File: src/rtl/sv32_pkg.sv
//////////////////////////////////////////////////
// Shared types for the SV32 translation unit
// Paging is assumed on; there is no SATP mode bit
// No user/supervisor privilege and no A/D bits
// TLB size is fixed here and not by parameter
//////////////////////////////////////////////////

`default_nettype none

package sv32_pkg;

    //////////////////////////////////////////////////
    // Page table entry layout
    //////////////////////////////////////////////////

    // Metadata flag positions in the low PTE byte
    localparam int pte_v_bit = 0;
    localparam int pte_r_bit = 1;
    localparam int pte_w_bit = 2;
    localparam int pte_x_bit = 3;

    // Virtual and physical page number widths
    localparam int vpn_bits = 20;
    localparam int ppn_bits = 22;

    //////////////////////////////////////////////////
    // TLB geometry
    //////////////////////////////////////////////////

    // 8 entries, direct mapped
    localparam int tlb_index_bits = 3;
    localparam int tlb_entries    = 1 << tlb_index_bits;
    // Upper vpn bits left for the tag
    localparam int tlb_tag_bits   = vpn_bits - tlb_index_bits;

    // Requested access kind
    typedef enum logic [1:0] {
        access_load,
        access_store,
        access_fetch
    } access_t;

    // Walker FSM
    typedef enum logic [1:0] {
        ptw_idle,
        ptw_read_addr,
        ptw_read_data,
        ptw_decode
    } ptw_state_t;

    // Top-level FSM
    typedef enum logic [1:0] {
        mmu_idle,
        mmu_lookup,
        mmu_walk,
        mmu_respond
    } mmu_state_t;

    // Client request, held stable while req is high
    typedef struct packed {
        logic [vpn_bits-1:0] vpn;
        access_t             access;
    } mmu_req_t;

    // Client response, valid while ack is high
    typedef struct packed {
        logic [ppn_bits-1:0] ppn;
        logic                page_fault;
        logic                access_fault;
    } mmu_resp_t;

    // Walker result, valid only in the walk_done cycle
    typedef struct packed {
        logic [ppn_bits-1:0] ppn;
        logic [7:0]          metadata;
        logic                page_fault;
        logic                access_fault;
    } ptw_result_t;

    // One cached translation, always a 4K page
    typedef struct packed {
        logic                    valid;
        logic [tlb_tag_bits-1:0] tag;
        logic [ppn_bits-1:0]     ppn;
        logic [7:0]              metadata;
    } tlb_entry_t;

    // Read data beat; last is carried but single-beat only
    typedef struct packed {
        logic [31:0] data;
        logic [1:0]  resp;
        logic        last;
    } axi_r_t;

endpackage

`default_nettype wire

File: src/rtl/sv32_mmu.sv
//////////////////////////////////////////////////
// SV32 translation top, four-phase client port
// TLB hit answers 2 cycles after req is sampled
// Faulting walks are not cached
// Permission faults from the TLB are still raised
//////////////////////////////////////////////////

`timescale 1ns/10ps
`default_nettype none

module sv32_mmu import sv32_pkg::*; (
    input  wire          clk,
    input  wire          rst_n,

    input  wire          req,
    input  wire mmu_req_t req_data,
    output logic         ack,
    output mmu_resp_t    resp,

    input  wire [21:0]   satp_ppn,
    input  wire          tlb_flush,

    output logic         arvalid,
    input  wire          arready,
    output logic [33:0]  araddr,
    input  wire          rvalid,
    output logic         rready,
    input  wire axi_r_t  r
);

    mmu_state_t  state;
    mmu_req_t    req_q;

    logic        tlb_hit;
    tlb_entry_t  tlb_entry;
    logic        tlb_fill;
    logic        walk_start;
    logic        walk_done;
    ptw_result_t walk_result;
    logic [7:0]  check_meta;
    logic        denied;

    // Load needs R, store needs W, fetch needs X
    function automatic logic access_allowed(input access_t acc, input logic [7:0] meta);
        logic ok;
        case (acc)
            access_store: ok = meta[pte_w_bit];
            access_fetch: ok = meta[pte_x_bit];
            default:      ok = meta[pte_r_bit];
        endcase
        return ok;
    endfunction

    // Metadata comes from the TLB in lookup, else from the walker
    assign check_meta = (state == mmu_lookup) ? tlb_entry.metadata : walk_result.metadata;
    assign denied     = !access_allowed(req_q.access, check_meta);

    // Miss starts the walker for one cycle
    assign walk_start = (state == mmu_lookup) && !tlb_hit;
    // Only clean walks are cached
    assign tlb_fill   = (state == mmu_walk) && walk_done &&
                        !walk_result.page_fault && !walk_result.access_fault;

    sv32_tlb sv32_tlb_i (
        .clk           (clk),
        .rst_n         (rst_n),
        .lookup_vpn    (req_q.vpn),
        .hit           (tlb_hit),
        .entry         (tlb_entry),
        .fill_en       (tlb_fill),
        .fill_vpn      (req_q.vpn),
        .fill_ppn      (walk_result.ppn),
        .fill_metadata (walk_result.metadata),
        .flush         (tlb_flush)
    );

    sv32_ptw sv32_ptw_i (
        .clk        (clk),
        .rst_n      (rst_n),
        .walk_start (walk_start),
        .vpn        (req_q.vpn),
        .satp_ppn   (satp_ppn),
        .walk_done  (walk_done),
        .result     (walk_result),
        .arvalid    (arvalid),
        .arready    (arready),
        .araddr     (araddr),
        .rvalid     (rvalid),
        .rready     (rready),
        .r          (r)
    );

    //////////////////////////////////////////////////
    // Client FSM
    //////////////////////////////////////////////////

    always_ff @(posedge clk) begin
        if (!rst_n) begin
            state <= mmu_idle;
            ack   <= 1'b0;
        end else begin
            case (state)
                mmu_idle: begin
                    if (req) begin
                        state <= mmu_lookup;
                    end
                end
                mmu_lookup: begin
                    state <= tlb_hit ? mmu_respond : mmu_walk;
                end
                mmu_walk: begin
                    if (walk_done) begin
                        state <= mmu_respond;
                    end
                end
                default: begin
                    // Raise ack, then hold it until req falls
                    if (!ack) begin
                        ack <= 1'b1;
                    end else if (!req) begin
                        ack   <= 1'b0;
                        state <= mmu_idle;
                    end
                end
            endcase
        end
    end

    // Request capture and response register
    always_ff @(posedge clk) begin
        if (state == mmu_idle) begin
            req_q <= req_data;
        end
        if (state == mmu_lookup && tlb_hit) begin
            resp.ppn          <= tlb_entry.ppn;
            resp.page_fault   <= denied;
            resp.access_fault <= 1'b0;
        end
        if (state == mmu_walk && walk_done) begin
            resp.ppn          <= walk_result.ppn;
            // Access fault masks any page fault
            resp.access_fault <= walk_result.access_fault;
            resp.page_fault   <= !walk_result.access_fault &&
                                 (walk_result.page_fault || denied);
        end
    end

endmodule

`default_nettype wire

File: src/rtl/sv32_ptw.sv
//////////////////////////////////////////////////
// Two-level SV32 walker, always yields 4K pages
// Megapages are expanded with vpn[9:0]
// One outstanding single-beat read; rlast ignored
// start/done handshake, done is a one-cycle pulse
//////////////////////////////////////////////////

`timescale 1ns/10ps
`default_nettype none

module sv32_ptw import sv32_pkg::*; (
    input  wire               clk,
    input  wire               rst_n,

    input  wire               walk_start,
    input  wire [19:0]        vpn,
    input  wire [21:0]        satp_ppn,
    output logic              walk_done,
    output ptw_result_t       result,

    output logic              arvalid,
    input  wire               arready,
    output logic [33:0]       araddr,
    input  wire               rvalid,
    output logic              rready,
    input  wire axi_r_t       r
);

    ptw_state_t  state;
    // 1 = root table, 0 = leaf table
    logic        level;
    logic [21:0] table_base;
    logic [19:0] vpn_q;
    logic [31:0] pte_q;
    logic        bus_error;

    // Decode outputs
    logic        descend;
    logic        fault_page;
    logic        fault_access;

    // Flags of the latched entry
    logic        pte_valid;
    logic        pte_read;
    logic        pte_write;
    logic        pte_exec;
    logic        pte_bad;
    logic        pte_leaf;
    logic        misaligned;

    assign pte_valid = pte_q[pte_v_bit];
    assign pte_read  = pte_q[pte_r_bit];
    assign pte_write = pte_q[pte_w_bit];
    assign pte_exec  = pte_q[pte_x_bit];

    // Not valid, or writable without read (reserved)
    assign pte_bad    = !pte_valid || (pte_write && !pte_read);
    assign pte_leaf   = pte_read || pte_exec;
    // Megapage leaf must have ppn0 clear
    assign misaligned = level && (pte_q[19:10] != 10'd0);

    //////////////////////////////////////////////////
    // Read channel
    //////////////////////////////////////////////////

    // Table base * 4096 + vpn slice * 4
    assign araddr  = {table_base, (level ? vpn_q[19:10] : vpn_q[9:0]), 2'b00};
    assign arvalid = (state == ptw_read_addr);
    // Never stall the return path
    assign rready  = (state == ptw_read_data) && rvalid;

    //////////////////////////////////////////////////
    // Entry classification, priority order
    //////////////////////////////////////////////////

    always_comb begin
        walk_done    = 1'b0;
        descend      = 1'b0;
        fault_page   = 1'b0;
        fault_access = 1'b0;
        if (state == ptw_decode) begin
            if (bus_error) begin
                fault_access = 1'b1;
                walk_done    = 1'b1;
            end else if (pte_bad) begin
                fault_page = 1'b1;
                walk_done  = 1'b1;
            end else if (pte_leaf) begin
                fault_page = misaligned;
                walk_done  = 1'b1;
            end else if (level) begin
                // Pointer from the root table
                descend = 1'b1;
            end else begin
                // Pointer where a leaf was expected
                fault_page = 1'b1;
                walk_done  = 1'b1;
            end
        end
    end

    // Low ppn from vpn for a megapage, from the PTE otherwise
    assign result.ppn          = {pte_q[31:20], (level ? vpn_q[9:0] : pte_q[19:10])};
    assign result.metadata     = pte_q[7:0];
    assign result.page_fault   = fault_page;
    assign result.access_fault = fault_access;

    // Walker FSM
    always_ff @(posedge clk) begin
        if (!rst_n) begin
            state <= ptw_idle;
            level <= 1'b1;
        end else begin
            case (state)
                ptw_idle: begin
                    level <= 1'b1;
                    if (walk_start) begin
                        state <= ptw_read_addr;
                    end
                end
                ptw_read_addr: begin
                    if (arready) begin
                        state <= ptw_read_data;
                    end
                end
                ptw_read_data: begin
                    if (rvalid) begin
                        state <= ptw_decode;
                    end
                end
                default: begin
                    if (descend) begin
                        level <= 1'b0;
                        state <= ptw_read_addr;
                    end else begin
                        state <= ptw_idle;
                    end
                end
            endcase
        end
    end

    // Walk context and fetched entry
    always_ff @(posedge clk) begin
        if (state == ptw_idle && walk_start) begin
            vpn_q      <= vpn;
            table_base <= satp_ppn;
        end
        if (descend) begin
            table_base <= pte_q[31:10];
        end
        if (state == ptw_read_data && rvalid) begin
            pte_q     <= r.data;
            bus_error <= (r.resp != 2'b00);
        end
    end

endmodule

`default_nettype wire

File: src/rtl/sv32_tlb.sv
//////////////////////////////////////////////////
// Direct-mapped TLB, size from the package
// Lookup is combinational, fill and flush clocked
// Flush beats a fill in the same cycle
//////////////////////////////////////////////////

`timescale 1ns/10ps
`default_nettype none

module sv32_tlb import sv32_pkg::*; (
    input  wire          clk,
    input  wire          rst_n,

    input  wire [19:0]   lookup_vpn,
    output logic         hit,
    output tlb_entry_t   entry,

    input  wire          fill_en,
    input  wire [19:0]   fill_vpn,
    input  wire [21:0]   fill_ppn,
    input  wire [7:0]    fill_metadata,

    input  wire          flush
);

    // Valid bits are the only state cleared by reset
    logic [tlb_entries-1:0]  valid_q;

    // Payload storage
    logic [tlb_tag_bits-1:0] tag_mem  [tlb_entries];
    logic [21:0]             ppn_mem  [tlb_entries];
    logic [7:0]              meta_mem [tlb_entries];

    logic [tlb_index_bits-1:0] lookup_idx;
    logic [tlb_index_bits-1:0] fill_idx;

    // Low vpn bits select the set
    assign lookup_idx = lookup_vpn[tlb_index_bits-1:0];
    assign fill_idx   = fill_vpn[tlb_index_bits-1:0];

    //////////////////////////////////////////////////
    // Lookup
    //////////////////////////////////////////////////

    assign entry.valid    = valid_q[lookup_idx];
    assign entry.tag      = tag_mem[lookup_idx];
    assign entry.ppn      = ppn_mem[lookup_idx];
    assign entry.metadata = meta_mem[lookup_idx];

    // Upper vpn bits must match the stored tag
    assign hit = entry.valid && (entry.tag == lookup_vpn[19:tlb_index_bits]);

    //////////////////////////////////////////////////
    // Fill and flush
    //////////////////////////////////////////////////

    always_ff @(posedge clk) begin
        if (!rst_n || flush) begin
            valid_q <= '0;
        end else if (fill_en) begin
            valid_q[fill_idx] <= 1'b1;
        end
    end

    // Payload write; harmless under flush as valid stays clear
    always_ff @(posedge clk) begin
        if (fill_en) begin
            tag_mem[fill_idx]  <= fill_vpn[19:tlb_index_bits];
            ppn_mem[fill_idx]  <= fill_ppn;
            meta_mem[fill_idx] <= fill_metadata;
        end
    end

endmodule

`default_nettype wire

File: config.mk
export PLATFORM = sky130hd
export DESIGN_NAME = sv32_mmu
export DESIGN_NICKNAME = d
export VERILOG_FILES = /design/src/rtl/sv32_pkg.sv /design/src/rtl/sv32_mmu.sv /design/src/rtl/sv32_ptw.sv /design/src/rtl/sv32_tlb.sv
export SDC_FILE = /design/constraint.sdc
export NUM_CORES = 1
export LEC_CHECK = 0
export BUFFER_PORTS_ARGS = -buffer_cell sky130_fd_sc_hd__buf_2
export CAP_MARGIN = 15
export CORE_MARGIN = 2
export CORE_UTILIZATION = 35
export CTS_CLUSTER_DIAMETER = 50
export DETAILED_ROUTE_END_ITERATION = 6
export HOLD_SLACK_MARGIN = 0.08
export RECOVER_POWER = 25
export SLEW_MARGIN = 20
export SYNTH_ARGS = -nofsm -noshare
export SYNTH_HDL_FRONTEND = slang
export SYNTH_SLANG_ARGS = --single-unit
File: constraint.sdc
create_clock -name clk -period 7.19 [get_ports clk]
set_input_delay 0.719 -clock clk [delete_from_list [all_inputs] [get_ports clk]]
set_output_delay 0.719 -clock clk [all_outputs]
set_load 0.05 [all_outputs]
Yosys cells after proc, flatten, opt, wreduce, memory -nomap -nowiden

Memory sizes are Yosys's and may differ from the RTL's. A register that Yosys moved wholly into a read port is not among the register bits.
Index checks and enable logic that the tools add are counted.

Order comparisons: 2
Bitwise logic cells: 2
Equality and inequality tests: 14
Reduce and logical (&&, ||, !) cells: 36
Muxes and demuxes: 48

Operators by type and width:

| operator           | number |
|---|---|
| $mux 24            | 2 |
| $mux 22            | 2 |
| $mux 1             | 25 |
| $mux 10            | 2 |
| $eq 17x17->1       | 1 |
| $mux 2             | 7 |
| $logic_and 1x1->1  | 12 |
| $pmux 2 s3         | 2 |
| $reduce_bool 10->1 | 1 |
| $mux 3             | 3 |
| $eq 2x2->1 const B | 4 |
| $or 8x8->8         | 1 |
| $reduce_bool 2->1  | 4 |
| $logic_not 1->1    | 7 |
| $eq 2x1->1 const B | 3 |
| $ne 2x2->1 const B | 3 |
| $logic_not 2->1    | 2 |
| $logic_or 1x1->1   | 4 |
| $lt 3x4->1 const B | 1 |
| $mux 4             | 1 |
| $ne 2x1->1 const B | 2 |
| $ne 4x1->1 const B | 1 |
| $pmux 1 s2         | 2 |
| $reduce_and 4->1   | 1 |
| 9 further kinds    | 9 |

Word-level logic and storage cells: 119
Memories: 3
Bits in writable memories: 376
Flip-flop bits (word level): 135

Memory list:

| name                | words | width | read ports | clocked after memory_dff | wr ports | line           | RTL |
|---|---|---|---|---|---|---|---|
| sv32_tlb_i.ppn_mem  | 8     | 22    | 1          | 1                        | 1        | sv32_tlb.sv:31 | `logic [21:0] ppn_mem [tlb_entries];` |
| sv32_tlb_i.tag_mem  | 8     | 17    | 1          | 1                        | 1        | sv32_tlb.sv:30 | `logic [tlb_tag_bits-1:0] tag_mem [tlb_entries];` |
| sv32_tlb_i.meta_mem | 8     | 8     | 1          | 1                        | 1        | sv32_tlb.sv:32 | `logic [7:0] meta_mem [tlb_entries];` |

Depth between registers and ports, before layout

Depth after elaboration: 11
Mapped depth: 10
Gate-level depth less buffers: 8

Modules after synthesis

A second synthesis with hierarchy kept.

Cell total of the unflattened synthesis: 953
Area, all modules: 20,091.8 um^2

By module, submodules not included:

| module   | instances | area an instance (um^2) | sequential area each (um^2) | cells an instance |
|---|---|---|---|---|
| sv32_tlb | 1         | 14,818.0                | 11,451.0                    | 654 |
| sv32_ptw | 1         | 3,288.2                 | 2,252.2                     | 188 |
| sv32_mmu | 1         | 1,985.7                 | 1,441.4                     | 111 |

Worst setup path after synthesis

Ideal clock, no wire load.

Path type: register to register
From: register sv32_ptw_i.pte_q[19]
To: memory sv32_tlb_i.meta_mem[0][1], enable pin
Clock period less this slack: 5,093 ps
Data arrival time: 4,597 ps
Path slack: 2,097 ps
Data required time: 6,694 ps
Buffers on the path: 0
Stages on the path, launching flop included: 7
Cell sequence: edfxtp_1 > nor4_1 > nand3_1 > a21oi_1 > inv_1 > or4b_2 > nor3_1

Longest elaborated chain between the ends: 11

Ends and longest elaborated chain:

| what                         | line            | RTL |
|---|---|---|
| start: declaration           | sv32_ptw.sv:34  | `logic [31:0] pte_q;` |
| start signal: assignment     | sv32_ptw.sv:153 | `pte_q <= r.data;` |
| $reduce_bool 10->1           | sv32_ptw.sv:60  | `assign misaligned = level && (pte_q[19:10] != 10'd0);` |
| $logic_and 1x1->1            | sv32_ptw.sv:60  |  |
| $mux 1                       | sv32_ptw.sv:88  | `end else if (pte_leaf) begin` |
| $mux 1                       | sv32_ptw.sv:85  | `end else if (pte_bad) begin` |
| $mux 1                       | sv32_ptw.sv:82  | `if (bus_error) begin` |
| $mux 1                       | sv32_ptw.sv:81  | `if (state == ptw_decode) begin` |
| $logic_not 1->1              | sv32_mmu.sv:62  | `!walk_result.page_fault && !walk_result.access_fault;` |
| $logic_and 1x1->1            | sv32_mmu.sv:61  | `assign tlb_fill = (state == mmu_walk) && walk_done &&` |
| $logic_and 1x1->1            | sv32_mmu.sv:62  |  |
| $mux 1                       | sv32_tlb.sv:67  | `if (fill_en) begin` |
| $mux 1 (implied by the code) | sv32_tlb.sv:70  | `meta_mem[fill_idx] <= fill_metadata;` |
| end: declaration             | sv32_tlb.sv:32  |  |

No other way between the ends.

==> summary.json <==
{
  "run_status": "finished clean",
  "final_min_period_over_clock_period_pct": 62.04,
  "yosys_warnings": 0,
  "antenna_cells_inserted": 0,
  "buffers_inserted_during_post_cts_setup_optimization": 0,
  "vdd_ir_drop_max_uv": 185.5,
  "report.final.setup_viol": 0,
  "final.setup_skew_ns": 0.02208,
  "core_area_um2": 51200,
  "grt_antenna_before_repair": 0,
  "syn_avg_cell_area_um2": 21.50,
  "cell_count_final_fillers_out": 1735,
  "globalRouteOverflowTotal": 0,
  "cts_inserted_buffers": 52,
  "timing_max_transition_violations_final": 0,
  "detailed_place_hpwl_mm": 22.73,
  "area.growth.synth_to_final_pct": 17.69,
  "worst_setup_path_start_kind": "flip-flop",
  "drcViolationCount": 0,
  "grt_first_pass_wirelength_mm": 56.98,
  "detailed_place.area_um2": 19630,
  "drt_iter0_markers": 536,
  "synth_edf_count": 451,
  "grt.total_usage_pct": 14.46,
  "crit_arrival_ns": 4.76,
  "drt_pass1_iterations": 5,
  "hold_viol": 0,
  "place.detailed.instances": 1641,
  "cp_data_required_time_ns": 7.49,
  "yosys_most_used_dff": "sky130_fd_sc_hd__edfxtp_1",
  "path_clk_slew_ns": 0.06,
  "tightest_hold_margin_ns": 0.3098,
  "maxCapViolCount": 0,
  "height_of_the_chip_um": 231.2,
  "detail_route.wl_per_cell_um": 22.13,
  "clock.fmax_ghz": 0.2242,
  "insertion_delay_ns": 0.58,
  "hold_class": "primary input to flip-flop",
  "worst_slew_pin_slew_ns": 0.9000,
  "synth_cell_types": 53,
  "end_kind": "flip-flop",
  "worst-setup-path-type": "flip-flop to flip-flop",
  "post_drt_via_cell_ratio": 4.905,
  "post-route-min-period_ns": 4.461,
  "static-leakage-power_nw": 7.063,
  "die_area_um2": 53440,
  "detail-route-antenna-nets": 0,
  "synthesized_flop_and_latch_total": 468,
  "crit_fanout": 49,
  "gp_congestion": 0.7155,
  "drive_above_1_share_pct": 36.11,
  "synthArstFlopShare_pct": 0,
  "postCtsHoldBufs": 0,
  "final.setup.tns_ns": 0,
  "die_w_um": 231.2,
  "ys_seq_area_share_pct": 76.86,
  "count_of_standard_cell_rows": 83,
  "clock_tree.root_cell": "sky130_fd_sc_hd__clkbuf_16",
  "postCtsResizedCells": 0,
  "post_synth_inst_count": 840,
  "dr_total_vias": 8510,
  "cts_tree": "yes",
  "largest_buffer_count_on_any_clock_path": 3,
  "finalWirelength_mm": 38.40,
  "ctsHtreeMaxLevel": 2,
  "initial_core_utilization_pct": 35.28,
  "synth.cell_area_um2": 18060,
  "port_buffers": 136,
  "num-nets-final": 1111,
  "grt_setup_unrepaired": "false",
  "p_total_mw": 7.795,
  "p_per_cell_area_nw_per_um2": 366.7,
  "clkSinkCount": 468,
  "first_global_vias": 8948,
  "boundaryPins": 146,
  "layout.cell_area.non_filler_um2": 21260,
  "grt_max_degree": 50,
  "max_slew_margin_pct": 39.67
}
-- path summary, 6_finish.rpt --
path	endpoint	startpoint	slack, ns	cells past startpoint
setup / recovery	sv32_ptw_i.table_base[12]	flip-flop	2.73	9
hold / removal	sv32_ptw_i.pte_q[13]	r[16]	0.31	1
setup reg to reg	sv32_ptw_i.table_base[12]	flip-flop	2.73	9
hold reg to reg	sv32_tlb_i.valid_q[2]	sv32_tlb_i.valid_q[2]	0.46	1
-- power by group --
part / leakage (nW) / internal (mW) / switching [mW]
clock network: 0.806 / 1.47 / 1.05
logic: 2.03 / 0.747 / 0.832
registers: 4.23 / 3.35 / 0.342
-- cells by family after synthesis --
logic type                 Yosys count  synth area share, %
adders and majority gates           11               0.7619
DFF                                468                76.86
muxes                              187                16.76
AOI/OAI and AO/OA                   45                1.697
other                                1              0.02076
buffers and inverters               48                1.281
xor gates and xnor gates            16               0.7758
and+or+nand+nor                     64                1.843
-- layout make-up --
cell class / instances / area [um^2]
fillers: 4526 / 29940
flip-flops and latches: 468 / 13890
multi-input cells: 325 / 4013
clock buffers: 59 / 1370
well taps: 680 / 850.8
repair buffers: 156 / 817.0
clock inverters: 35 / 271.5
inverters: 12 / 45.04
-- layout by cell type (no fill, tap or decap), types with 12 or more instances in the layout --
cell | netlist | final
sky130_fd_sc_hd__buf_2 | 11 | 125
sky130_fd_sc_hd__buf_4 | 5 | 20
sky130_fd_sc_hd__clkbuf_1 | 9 | 16
sky130_fd_sc_hd__clkbuf_16 | 0 | 54
sky130_fd_sc_hd__clkinv_1 | 0 | 18
sky130_fd_sc_hd__dfxtp_1 | 17 | 14
sky130_fd_sc_hd__edfxtp_1 | 451 | 451
sky130_fd_sc_hd__inv_1 | 12 | 12
sky130_fd_sc_hd__mux2_2 | 66 | 66
sky130_fd_sc_hd__mux2i_1 | 37 | 37
sky130_fd_sc_hd__mux4_2 | 78 | 78
sky130_fd_sc_hd__nand2_1 | 21 | 21
sky130_fd_sc_hd__o21ai_0 | 16 | 16
sky130_fd_sc_hd__xnor2_1 | 13 | 13
-- state kept, by name, summed over array words and instances, names as in the netlist, 2 cells and up, named ones only --
name                   count
resp                      24
state                      2
sv32_tlb_i.valid_q         8
req_q                     22
sv32_ptw_i.state           2
sv32_ptw_i.table_base     22
sv32_ptw_i.vpn_q          20
sv32_tlb_i.meta_mem       24
sv32_ptw_i.pte_q          26
sv32_tlb_i.tag_mem       136
sv32_tlb_i.ppn_mem       176
-- critical path, cell delays in order, from the launching register on --
cell                      delay (ns)
sky130_fd_sc_hd__dfxtp_4        0.91
sky130_fd_sc_hd__buf_4          0.61
sky130_fd_sc_hd__mux4_2         0.58
sky130_fd_sc_hd__mux2i_1        0.16
sky130_fd_sc_hd__xor2_1         0.16
sky130_fd_sc_hd__nand4_1        0.14
sky130_fd_sc_hd__or4_4          0.57
sky130_fd_sc_hd__and3_4         0.32
sky130_fd_sc_hd__a21o_1         0.35
sky130_fd_sc_hd__buf_4          0.30
-- stage by stage --
stage | setup WS [ns] | util, %
global placement | 2.637 | 38.34
floorplan | 2.097 | -
CTS | 2.592 | 41.55
global route | 2.420 | 41.52
finish | 2.729 | 41.52
detailed placement | 2.627 | 38.34
-- synth_stat cells (all sizes together), types with 5 or more instances --
library cell | n | area, um^2
buf | 27 | 152.6
clkbuf | 9 | 33.78
dfxtp | 17 | 340.3
edfxtp | 451 | 13540
ha | 11 | 137.6
inv | 12 | 45.04
mux2 | 66 | 743.2
mux2i | 37 | 370.4
mux4 | 84 | 1914
nand2 | 21 | 78.83
nor2 | 14 | 52.55
nor2b | 5 | 31.28
o21a | 8 | 60.06
o21ai | 18 | 93.84
xnor2 | 13 | 113.9
-- per-layer routing --
metal / routed length, um / global-route usage [%]
met1: 17050 / 19.62
met2: 18590 / 23.64
met3: 1876 / 2.719
met4: 875 / 4.597
met5: 0 / 0
(Power assumes the default switching activity.)
